## src/hdl/convAccelPkg.sv

```systemverilog
package convAccelPkg;

    // Vector and operand sizes
    localparam int laneCount     = 4;
    localparam int laneIdxWidth  = 2;
    localparam int elemWidth     = 16;
    localparam int accWidth      = 32;

    // Operand memory geometry
    localparam int maxElems      = 1024;
    localparam int bankDepth     = maxElems / laneCount;
    localparam int lineAddrWidth = 8;
    localparam int elemAddrWidth = 10;

    // Matrix dimensions up to and including 1024
    localparam int dimWidth      = 11;

    // Top bit picks the filter memory, the rest is the line
    localparam int busAddrWidth  = 9;

    // Output buffering
    localparam int fifoDepth     = 16;
    localparam int fifoSkid      = 8;

    typedef struct packed {
        logic [dimWidth-1:0] filtRows;
        logic [dimWidth-1:0] filtCols;
        logic [dimWidth-1:0] dataRows;
        logic [dimWidth-1:0] dataCols;
    } convCfgT;

    // Lane 0 sits in the low bits
    typedef logic [laneCount-1:0][elemWidth-1:0] laneVecT;

    typedef struct packed {
        logic [busAddrWidth-2:0] line;
        logic                    sel;
        logic [laneCount-1:0]    elemEn;
        laneVecT                 data;
    } busWriteT;

    typedef struct packed {
        logic                     valid;
        logic                     last;
        logic [elemAddrWidth-1:0] elemAddr;
        logic [laneCount-1:0]     laneMask;
    } readReqT;

    typedef struct packed {
        logic    valid;
        logic    last;
        laneVecT dataVec;
        laneVecT filtVec;
    } opPairT;

endpackage
```

## src/hdl/operandAddrGen.sv

```systemverilog
`timescale 1ns/1ps

module operandAddrGen (
    input  logic                                 clkIn,
    input  logic                                 rstIn,
    input  logic                                 stepValid,
    input  logic                                 stepLast,
    input  logic [convAccelPkg::dimWidth-1:0]    dataRowIdx,
    input  logic [convAccelPkg::dimWidth-1:0]    dataColIdx,
    input  logic [convAccelPkg::dimWidth-1:0]    filtRowIdx,
    input  logic [convAccelPkg::dimWidth-1:0]    filtColIdx,
    input  logic [convAccelPkg::laneCount-1:0]   laneMask,
    input  convAccelPkg::convCfgT                latchedCfg,
    output convAccelPkg::readReqT                dataReq,
    output convAccelPkg::readReqT                filtReq
);
    import convAccelPkg::*;

    logic                     s1Valid;
    logic                     s1Last;
    logic [laneCount-1:0]     s1Mask;
    logic [elemAddrWidth-1:0] s1DataBase;
    logic [elemAddrWidth-1:0] s1FiltBase;
    logic [elemAddrWidth-1:0] s1DataCol;
    logic [elemAddrWidth-1:0] s1FiltCol;

    // Row products; addresses wrap at the memory size
    always_ff @(posedge clkIn) begin
        s1Mask     <= laneMask;
        s1Last     <= stepLast;
        s1DataBase <= elemAddrWidth'((dataRowIdx + filtRowIdx) * latchedCfg.dataCols);
        s1FiltBase <= elemAddrWidth'(filtRowIdx * latchedCfg.filtCols);
        s1DataCol  <= elemAddrWidth'(dataColIdx + filtColIdx);
        s1FiltCol  <= elemAddrWidth'(filtColIdx);
    end

    // Column offsets
    always_ff @(posedge clkIn) begin
        dataReq.last     <= s1Last;
        dataReq.laneMask <= s1Mask;
        dataReq.elemAddr <= s1DataBase + s1DataCol;
        filtReq.last     <= s1Last;
        filtReq.laneMask <= s1Mask;
        filtReq.elemAddr <= s1FiltBase + s1FiltCol;
    end

    always_ff @(posedge clkIn) begin
        if (rstIn) begin
            s1Valid       <= 1'b0;
            dataReq.valid <= 1'b0;
            filtReq.valid <= 1'b0;
        end else begin
            s1Valid       <= stepValid;
            dataReq.valid <= s1Valid;
            filtReq.valid <= s1Valid;
        end
    end

endmodule

```

## config.mk

```make
export PLATFORM = sky130hd
export DESIGN_NAME = operandAddrGen
export DESIGN_NICKNAME = d
export VERILOG_FILES = /design/src/hdl/convAccelPkg.sv /design/src/hdl/operandAddrGen.sv
export SDC_FILE = /design/constraint.sdc
export NUM_CORES = 1
export LEC_CHECK = 0
export BUFFER_PORTS_ARGS = -buffer_cell sky130_fd_sc_hd__buf_2
export CORE_MARGIN = 3
export CORE_UTILIZATION = 45
export DETAILED_ROUTE_END_ITERATION = 8
export PLACE_DENSITY_LB_ADDON = 0.15
export SLEW_MARGIN = 20
export SYNTH_ARGS = -nofsm -noshare
export SYNTH_HDL_FRONTEND = slang
export SYNTH_SLANG_ARGS = --single-unit
```

## constraint.sdc

```tcl
create_clock -name clkIn -period 13 [get_ports clkIn]
set_input_delay 2.6 -clock clkIn [delete_from_list [all_inputs] [get_ports clkIn]]
set_output_delay 2.6 -clock clkIn [all_outputs]
set_load 0.005 [all_outputs]
```

==> impl_metrics.py, run 1 <==
metrics = {
    "clock_tree": {
        "clock_sinks": 72,
        "cts_resized": 0,
        "post_cts_buffers": 0,
        "cts_buffers": 9,
        "cts_tree": "built",
        "cts_root_buffer": "clkbuf_16",
        "clkLatencyLatePin_ps": 330,
        "clockBufferDepth": 2,
        "h-tree-depth": 3,
        "ctsHoldBuffers": 0,
        "cts.reportedPaths.clkPinSlew_ps": 60,
    },
    "place": {
        "gp_congestion": 0.861,
        "place_inst": 865,
        "dp_hpwl_um": 9360,
        "preCtsSetupSlack_ps": 4200,
        "port_buffers": 99,
    },
    "global_route": {
        "grtUsageMet3_pct": 2.99,
        "antenna_found_initial": 0,
        "grt_usage_pct": 16.9,
        "grt_pass1_wl_um": 19800,
        "grt_overflow": 0,
        "grtUsageMet2_pct": 29.3,
        "top_usage_layer": "met2",
        "grt_max_degree": 14,
        "grtUsageMet1_pct": 21.5,
        "grt_pass1_vias": 4481,
    },
    "floorplanning": {
        "die_x_um": 119,
        "die_area_mm2": 0.0142,
        "die_height_um": 119,
        "initial_core_util_pct": 46.9,
        "rows": 40,
        "core_mm2": 0.0123,
        "io_pins": 128,
    },
    "logic_synthesis": {
        "synth_warnings": 0,
        "avgSynthCellArea_um2": 9.48,
        "synth_cells": 607,
        "ys_seq_area_share_pct": 25.0,
        "syn-cell-area_mm2": 0.00576,
        "syn_nets": 835,
        "ys_types": 32,
        "ys_seq_elements": 72,
    },
    "worst_setup_path": {
        "reg2reg_from": "s1FiltBase[0]",
        "r2r_end": "filtReq[12]",
        "r2r_setup_slack_ps": 10860,
        "cp.buffers_inverters": 6,
        "slowest_stage": "fa_1",
        "worstSetupStartpointType": "primary input",
        "cpPeakStageDelay_ps": 530,
        "ff2ff_path_depth": 11,
        "cp-end-kind": "flop",
        "cp-startpoint": "filtRowIdx[0]",
        "crit_type": "in2reg",
        "crit_family": "adder cells",
        "critical_path_arrival_ps": 8630,
        "critPathMaxFanout": 11,
        "cp.required_ps": 13200,
    },
    "sta": {
        "rsz0062_at_grt": "false",
        "finalSetupTns_ps": 0,
        "tightestPinTransition_ps": 820,
        "final_max_slew_viol_count": 0,
        "worst_slack_ps": 4580,
        "hold_violations": 0,
        "setup_violations": 0,
        "fin_skew_ps": 9.45,
        "max_freq_mhz": 119,
        "fin_crit_ps": 8420,
        "finalCritPeriodShare_pct": 64.8,
        "slew_headroom_pct": 44.9,
    },
    "routing": {
        "via_per_inst": 4.83,
        "wl_per_cell_um": 12.7,
        "drc": 0,
        "drt_first_iter_violations": 125,
        "wl_um": 11200,
        "drt_pre_antenna_iters": 4,
        "ant_nets": 0,
        "vias": 4258,
    },
    "job": {
        "drv_cap": 0,
    },
    "min_path": {
        "hp-start": "s1Mask[1]",
        "hold_end": "filtReq[1]",
        "min_path_type": "reg2reg",
        "whs_path_depth": 0,
    },
    "cells_and_area": {
        "n_fill_cell": 1135,
        "stdcell_count": 881,
        "diodes": 0,
        "drive_above_1_share_pct": 16.4,
        "final_net_count": 936,
        "synthToLayoutAreaGrowth_pct": 16.2,
    },
    "outcome": {
        "outcome": "completed",
    },
    "power_and_ir_drop": {
        "p_per_area_mw_per_mm2": 197,
        "p_leak_nw": 3.39,
        "peakVddDrop_uv": 89.1,
    },
}
[flip-flops by register name (all words and copies together) (netlist names)]
signal	flops
filtReq	16
dataReq	10
s1DataBase	10
s1DataCol	10
s1FiltBase	10
s1FiltCol	10
s1Mask	4
s1Last	1
s1Valid	1
[how the worst max path moves through the flow]
stage	endpoint	cells past startpoint
after global placement	s1DataBase[9]	26
after floorplan	s1DataBase[9]	25
after CTS	s1DataBase[9]	26
after global routing	s1DataBase[9]	26
after detailed placement	s1DataBase[9]	26
final	s1DataBase[9]	26
[layout make-up]
type	instances	area (um^2)	share of cell area, %
multi-input combinational	438	3930	58.7
sequential	72	1440	21.5
timing repair buffer	99	495	7.41
inverter	88	330	4.94
clock buffer	10	239	3.57
tap	168	210	3.14
clock inverter	6	43.8	0.655
[cell usage after synthesis, drive strengths merged]
cell     n  share of area, %
a22o     1              0.15
nor2    19               1.4
or4      3              0.39
ha      84                18
o21ai   16               1.4
a21oi   25               2.2
dfxtp   72                25
nor2b   13               1.4
and3     1              0.11
o311ai   3              0.46
inv     88               5.7
o21bai   7              0.91
and2    43               4.7
clkbuf   3              0.20
a211oi   4              0.52
nand3    4              0.35
fa      48                17
nor4     1              0.11
buf      6              0.78
xnor3    2              0.78
a21boi   3              0.39
nand2   63               4.1
o21a     1              0.13
or3      1              0.11
a21o    11               1.4
xor2    15               2.3
nor3     6              0.52
xnor2   56               8.7
nand2b   8              0.87
[power by group]
part	internal (mW)	total [mW]	leakage, nW	switching, mW
logic	0.388	0.770	2.64	0.382
registers	0.296	0.319	0.607	0.0230
clock network	0.135	0.228	0.139	0.0928
[cell usage in the layout (no fill, tap or decap), types with 4 or more instances in the layout]
cell type and count:
a21o_1 11, nand2_1 63, xnor2_1 55, a211oi_1 4, nor3_1 6, a21oi_1 25
buf_2 99, and2_1 43, o21ai_0 15, fa_1 48, xor2_1 15, nor2b_1 13
dfxtp_1 72, inv_1 88, clkbuf_16 9, ha_1 84, nand2b_1 8, nor2_1 18
nand3_1 4, o21bai_1 7
[per-layer routing]
layer | share of wire (%) | up-vias
li1 | - | 2131
met2 | 49 | 88
met1 | 45 | 2027
met4 | 1.3 | 0
met5 | 0 | -
met3 | 4.2 | 12
[cell families (layout without fill, tap and decap cells)]
group                    count (synthesis)  count (layout)  share of synthesized area, %
XOR/XNOR                                73              73                          11.7
flip-flops                              72              72                          25.0
buffers and inverters                   97             203                          6.72
adder cells (fa/ha/maj)                132             132                          34.9
AO/OA/AOI/OAI                           71              71                          7.56
AND/OR/NAND/NOR                        162             162                          14.0
[stage by stage]
stage | total power, mW | hold WS, ps | instance area [um^2] | utilization, %
6_report | 1.32 | 326 | 6690 | 54.6
5_1_grt | 1.45 | 329 | 6690 | 54.6
4_1_cts | 1.34 | 326 | 6690 | 54.6
3_5_place_dp | 1.10 | 312 | 6410 | 52.2
3_3_place_gp | 1.09 | 310 | 6410 | 52.2
2_1_floorplan | 0.931 | 310 | 5760 | -
No activity file was read; power rests on OpenSTA's default activity.
==> run 2, diff against run 1 <==
- clock period: 13 -> 7 ns (I/O delays scaled with it)
==> impl_metrics.py, run 2 (synthesis gave the netlist of run 1 again) <==
metrics = {
    "sta": {
        "slew_headroom_pct": 70.4,
        "final_max_slew_viol_count": 0,
        "fin_crit_ps": 6640,
        "finalSetupTns_ps": 0,
        "finalCritPeriodShare_pct": 94.9,
        "max_freq_mhz": 151,
        "tightestPinTransition_ps": 438,
        "fin_skew_ps": 5.59,
        "hold_violations": 0,
        "rsz0062_at_grt": "false",
        "setup_violations": 0,
    },
    "routing": {
        "ant_nets": 0,
        "wl_um": 11100,
        "drt_first_iter_violations": 142,
        "via_per_inst": 4.77,
        "vias": 4292,
        "drt_pre_antenna_iters": 4,
        "drc": 0,
        "wl_per_cell_um": 12.4,
    },
    "cells_and_area": {
        "stdcell_count": 900,
        "final_area_mm2": 0.00686,
        "synthToLayoutAreaGrowth_pct": 19.1,
        "layout_common_cells": "99 x buf_2, 88 x inv_1, 84 x ha_1",
        "multiInputGateArea_mm2": 0.00394,
        "final_common_cell": "buf_2",
        "regArea_mm2": 0.00144,
        "diodes": 0,
        "n_fill_cell": 1120,
        "largest_reg_flops": 16,
        "drive_above_1_share_pct": 18.7,
        "top_register": "filtReq",
        "final_net_count": 955,
    },
    "place": {
        "gp_congestion": 0.846,
        "port_buffers": 99,
        "detailed_place.area_mm2": 0.00655,
        "dp_hpwl_um": 9460,
        "place_inst": 884,
    },
    "floorplanning": {
        "die_area_mm2": 0.0142,
        "initial_core_util_pct": 46.9,
        "rows": 40,
        "io_pins": 128,
        "die_x_um": 119,
        "die_height_um": 119,
        "core_mm2": 0.0123,
    },
    "clock_tree": {
        "clockBufferDepth": 2,
        "cts_root_buffer": "clkbuf_16",
        "clkLatencyLatePin_ps": 320,
        "cts.reportedPaths.clkPinSlew_ps": 60,
        "clock_sinks": 72,
        "cts_buffers": 9,
        "h-tree-depth": 3,
        "cts_tree": "built",
    },
    "global_route": {
        "antenna_found_initial": 0,
        "grt_pass1_wl_um": 20000,
        "grt_overflow": 0,
        "grt_usage_pct": 16.9,
        "grt_max_degree": 14,
        "grt_pass1_vias": 4590,
    },
    "job": {
        "drv_cap": 0,
    },
    "worst_setup_path": {
        "crit_type": "in2reg",
        "critical_path_arrival_ps": 6840,
        "worstSetupStartpointType": "primary input",
        "cp-end-kind": "flop",
        "critPathMaxFanout": 2,
        "r2r_setup_slack_ps": 4860,
        "cp.required_ps": 7200,
    },
    "outcome": {
        "outcome": "completed",
    },
    "min_path": {
        "min_path_type": "reg2reg",
    },
    "power_and_ir_drop": {
        "p_leak_nw": 3.49,
        "p_per_area_mw_per_mm2": 364,
        "peakVddDrop_uv": 226,
    },
}
run 2: changes by cell type in the layout (fill, tap and decap cells not counted):
cell       delta
buf_4        +19
bufinv_16     +1
clkbuf_1      +1
clkbuf_8      -1
clkinv_2      -1
fa_1          -1
fa_2          +1
nand2b_1      -1
nand2b_4      +1
o21ai_0       -1
o21ai_1       +1
run 2: report_power, final:
part / switching, mW / total [mW] / leakage [nW] / internal (mW)
logic: 0.711 / 1.46 / 2.74 / 0.749
registers: 0.0391 / 0.589 / 0.607 / 0.549
clock network: 0.168 / 0.445 / 0.143 / 0.277
total: 0.918 / 2.49 / 3.49 / 1.58
run 2: per-stage QoR:
| step | util, % | power (mW) | hold slack (ps) | worst slack [ps] |
|---|---|---|---|---|
| 2_1_floorplan | - | 1.73 | 310 | 66.8 |
| 3_3_place_gp | 53.4 | 2.07 | 310 | -191 |
| 3_5_place_dp | 53.4 | 2.10 | 313 | -288 |
| 4_1_cts | 55.8 | 2.56 | 327 | 59.1 |
| 5_1_grt | 55.9 | 2.77 | 332 | 12.0 |
| 6_report | 55.9 | 2.49 | 325 | 359 |
run 2: cell type report:
| cell class | instances | area share, % |
|---|---|---|
| Multi-Input combinational cell | 438 | 57.4 |
| Tap cell | 168 | 3.07 |
| Clock inverter | 6 | 1.00 |
| Sequential cell | 72 | 21.0 |
| Timing Repair Buffer | 118 | 9.31 |
| Inverter | 88 | 4.82 |
| Clock buffer | 10 | 3.34 |
run 2: path summary, 6_finish.rpt:
kind	from	end	cells past startpoint
worst max-delay path	filtRowIdx[0]	s1DataBase[9]	26
worst min-delay path	s1Mask[2]	filtReq[2]	0
worst max register to register	s1DataBase[0]	dataReq[12]	11
worst min register to register	s1Mask[2]	filtReq[2]	0
run 2: what timing repair did:
| action | in CTS | in global routing |
|---|---|---|
| hold buffers | 0 | 0 |
| setup buffers | 0 | 0 |
| endpoints found under the setup margin | 0 | 1 |
| resized for setup | 0 | 3 |
run 2: worst max-delay path, cell delays in order:
cell and delay, ps:
buf_2 110, ha_1 170, inv_1 60, fa_2 340
nand2b_4 150, a21oi_1 120, o21ai_1 80, nor2b_1 140
xnor2_1 190, nand2_1 100, fa_1 500, inv_1 50
fa_1 500, inv_1 50, fa_1 470, inv_1 50
fa_1 530, inv_1 50, fa_1 440, xnor2_1 200
xnor2_1 160, xnor2_1 150, xnor2_1 140, xnor3_1 270
xnor2_1 170, xnor3_1 230
run 2: metal layers:
metal	wire [um]	up-vias	global-route usage, %
met5	0	-	0
met4	214	0	5.43
met3	514	21	2.52
met2	5580	99	30.0
met1	4820	2003	20.9
li1	-	2169	-
==> run 3, diff against run 2 <==
- CELL_PAD_IN_SITES_DETAIL_PLACEMENT: not set -> 0
- CELL_PAD_IN_SITES_GLOBAL_PLACEMENT: not set -> 2
- CORE_ASPECT_RATIO: not set -> 0.9
- CORE_UTILIZATION: 45 -> 31
==> impl_metrics.py, run 3 (synthesis gave the netlist of run 1 again) <==
metrics = {
    "power_and_ir_drop": {
        "p_clk_share_pct": 19.3,
        "internal_power_mw": 1.65,
        "peakVddDrop_uv": 152,
        "p_per_area_mw_per_mm2": 367,
        "p_leak_nw": 3.55,
        "seqPwrFrac_pct": 22.8,
        "sw_frac_of_total_pct": 36.3,
        "power_mw": 2.59,
        "power_frac_comb_pct": 57.9,
        "p_switching_mw": 0.938,
    },
    "routing": {
        "drt_pre_antenna_iters": 4,
        "drt_first_iter_violations": 83,
        "via_per_inst": 4.29,
        "drc": 0,
        "vias": 4201,
        "wl_per_cell_um": 12.7,
        "ant_nets": 0,
        "wl_um": 12400,
    },
    "floorplanning": {
        "die_height_um": 135,
        "core_mm2": 0.0179,
        "rows": 46,
        "io_pins": 128,
        "die_area_mm2": 0.0202,
        "die_x_um": 150,
        "initial_core_util_pct": 32.2,
    },
    "worst_setup_path": {
        "cp.required_ps": 7200,
        "crit_type": "in2reg",
        "critPathMaxFanout": 2,
        "crit_top_cell": "inv_1",
        "r2r_setup_slack_ps": 4850,
        "r2r_end": "dataReq[13]",
        "ff2ff_path_depth": 9,
        "worstSetupStartpointType": "primary input",
        "critical_path_arrival_ps": 6880,
        "cp-end-kind": "flop",
        "reg2reg_from": "s1DataBase[1]",
        "slowest_stage": "fa_2",
        "cpPeakStageDelay_ps": 550,
    },
    "cells_and_area": {
        "largest_reg_flops": 16,
        "synthToLayoutAreaGrowth_pct": 22.4,
        "diodes": 0,
        "layout_common_cells": "99 x buf_2, 88 x inv_1, 84 x ha_1",
        "final_area_mm2": 0.00705,
        "stdcell_count": 979,
        "top_register": "filtReq",
        "drive_above_1_share_pct": 19.8,
        "final_common_cell": "buf_2",
        "final_net_count": 962,
    },
    "clock_tree": {
        "cts.reportedPaths.clkPinSlew_ps": 50,
        "clkLatencyLatePin_ps": 330,
        "cts_tree": "built",
        "cts_root_buffer": "clkbuf_16",
        "cts_buffers": 9,
        "clock_sinks": 72,
        "clockBufferDepth": 2,
        "h-tree-depth": 3,
    },
    "place": {
        "port_buffers": 99,
        "detailed_place.area_mm2": 0.00668,
        "place_inst": 961,
        "gp_congestion": 0.788,
        "dp_hpwl_um": 10600,
    },
    "global_route": {
        "grt_max_degree": 13,
        "grt_overflow": 0,
        "grt_pass1_vias": 4445,
        "grt_pass1_wl_um": 21100,
        "grt_usage_pct": 13.0,
        "antenna_found_initial": 0,
    },
    "sta": {
        "max_freq_mhz": 150,
        "rsz0062_at_grt": "false",
        "hold_violations": 0,
        "fin_skew_ps": 5.22,
        "setup_violations": 0,
        "slew_headroom_pct": 73.7,
        "finalCritPeriodShare_pct": 95.3,
        "fin_crit_ps": 6670,
        "final_max_slew_viol_count": 0,
        "tightestPinTransition_ps": 392,
        "holdWs_ps": 326,
    },
    "min_path": {
        "whs_path_depth": 0,
        "hp-start": "s1Mask[3]",
        "min_path_type": "reg2reg",
        "hold_end": "filtReq[3]",
    },
    "job": {
        "drv_cap": 0,
    },
    "outcome": {
        "outcome": "completed",
    },
}
run 3: cell count changes in the layout (fill, tap and decap cells not counted), sizes merged:
| cell | before | now |
|---|---|---|
| bufinv | 1 | 2 |
| clkinv | 3 | 1 |
| clkbuf | 10 | 12 |
| inv | 89 | 88 |
| buf | 118 | 125 |
run 3: power by group through the flow:
stage / combinational (mW) / clock [mW] / sequential (mW)
2_1_floorplan: 1.13 / 0 / 0.595
3_3_place_gp: 1.53 / 0 / 0.599
3_5_place_dp: 1.54 / 0 / 0.599
4_1_cts: 1.55 / 0.513 / 0.591
5_1_grt: 1.74 / 0.534 / 0.601
6_report: 1.50 / 0.499 / 0.589
run 3: final cells by class:
cell class / instances / area [um^2]
clock buffer: 12 / 256
clock inverter: 4 / 76.3
fill: 1857 / 10900
inverter: 88 / 330
multi-input combinational: 438 / 3950
sequential: 72 / 1440
tap: 240 / 300
timing repair buffer: 125 / 691
run 3: repair_timing:
| action | CTS | global route |
|---|---|---|
| hold buffers | 0 | 0 |
| resized for setup | 0 | 5 |
| buffers inserted | 0 | 2 |
| endpoints found under the setup margin | 0 | 1 |
run 3: metal layers:
layer	routed length, um	part of all wire (%)	track usage [%]	vias up
li1	-	-	-	2183
met1	6080	49	17.9	1913
met2	5540	45	21.4	93
met3	595	4.8	1.61	12
met4	199	1.6	4.27	0
met5	0	0	0	-
run 3: worst max-delay path by stage:
| stage | from | to | slack, ps | cells after the start |
|---|---|---|---|---|
| 2_1_floorplan | filtRowIdx[1] | s1DataBase[9] | 70 | 25 |
| 3_5_place_dp | filtRowIdx[0] | s1DataBase[9] | -320 | 26 |
| 6_report | filtRowIdx[0] | s1DataBase[9] | 330 | 25 |
| 3_3_place_gp | filtRowIdx[0] | s1DataBase[9] | -240 | 26 |
| 5_1_grt | filtRowIdx[0] | s1DataBase[9] | 50 | 26 |
| 4_1_cts | filtRowIdx[0] | s1DataBase[9] | 30 | 26 |
run 3: through the flow:
step	TNS (ps)	setup WS (ps)	utilization, %
2_1_floorplan	0	66.8	-
3_3_place_gp	-238	-238	37.3
3_5_place_dp	-317	-317	37.3
4_1_cts	0	31.3	39.2
5_1_grt	0	47.0	39.4
6_report	0	326	39.4
run 3: worst max-delay path: cells and delay by family:
| kind | cells | cell delay [ps] |
|---|---|---|
| AO/OA/AOI/OAI | 2 | 200 |
| XOR/XNOR | 3 | 780 |
| adder cells (fa/ha/maj) | 8 | 3410 |
| buffers and inverters | 7 | 410 |
| AND/OR/NAND/NOR | 5 | 680 |
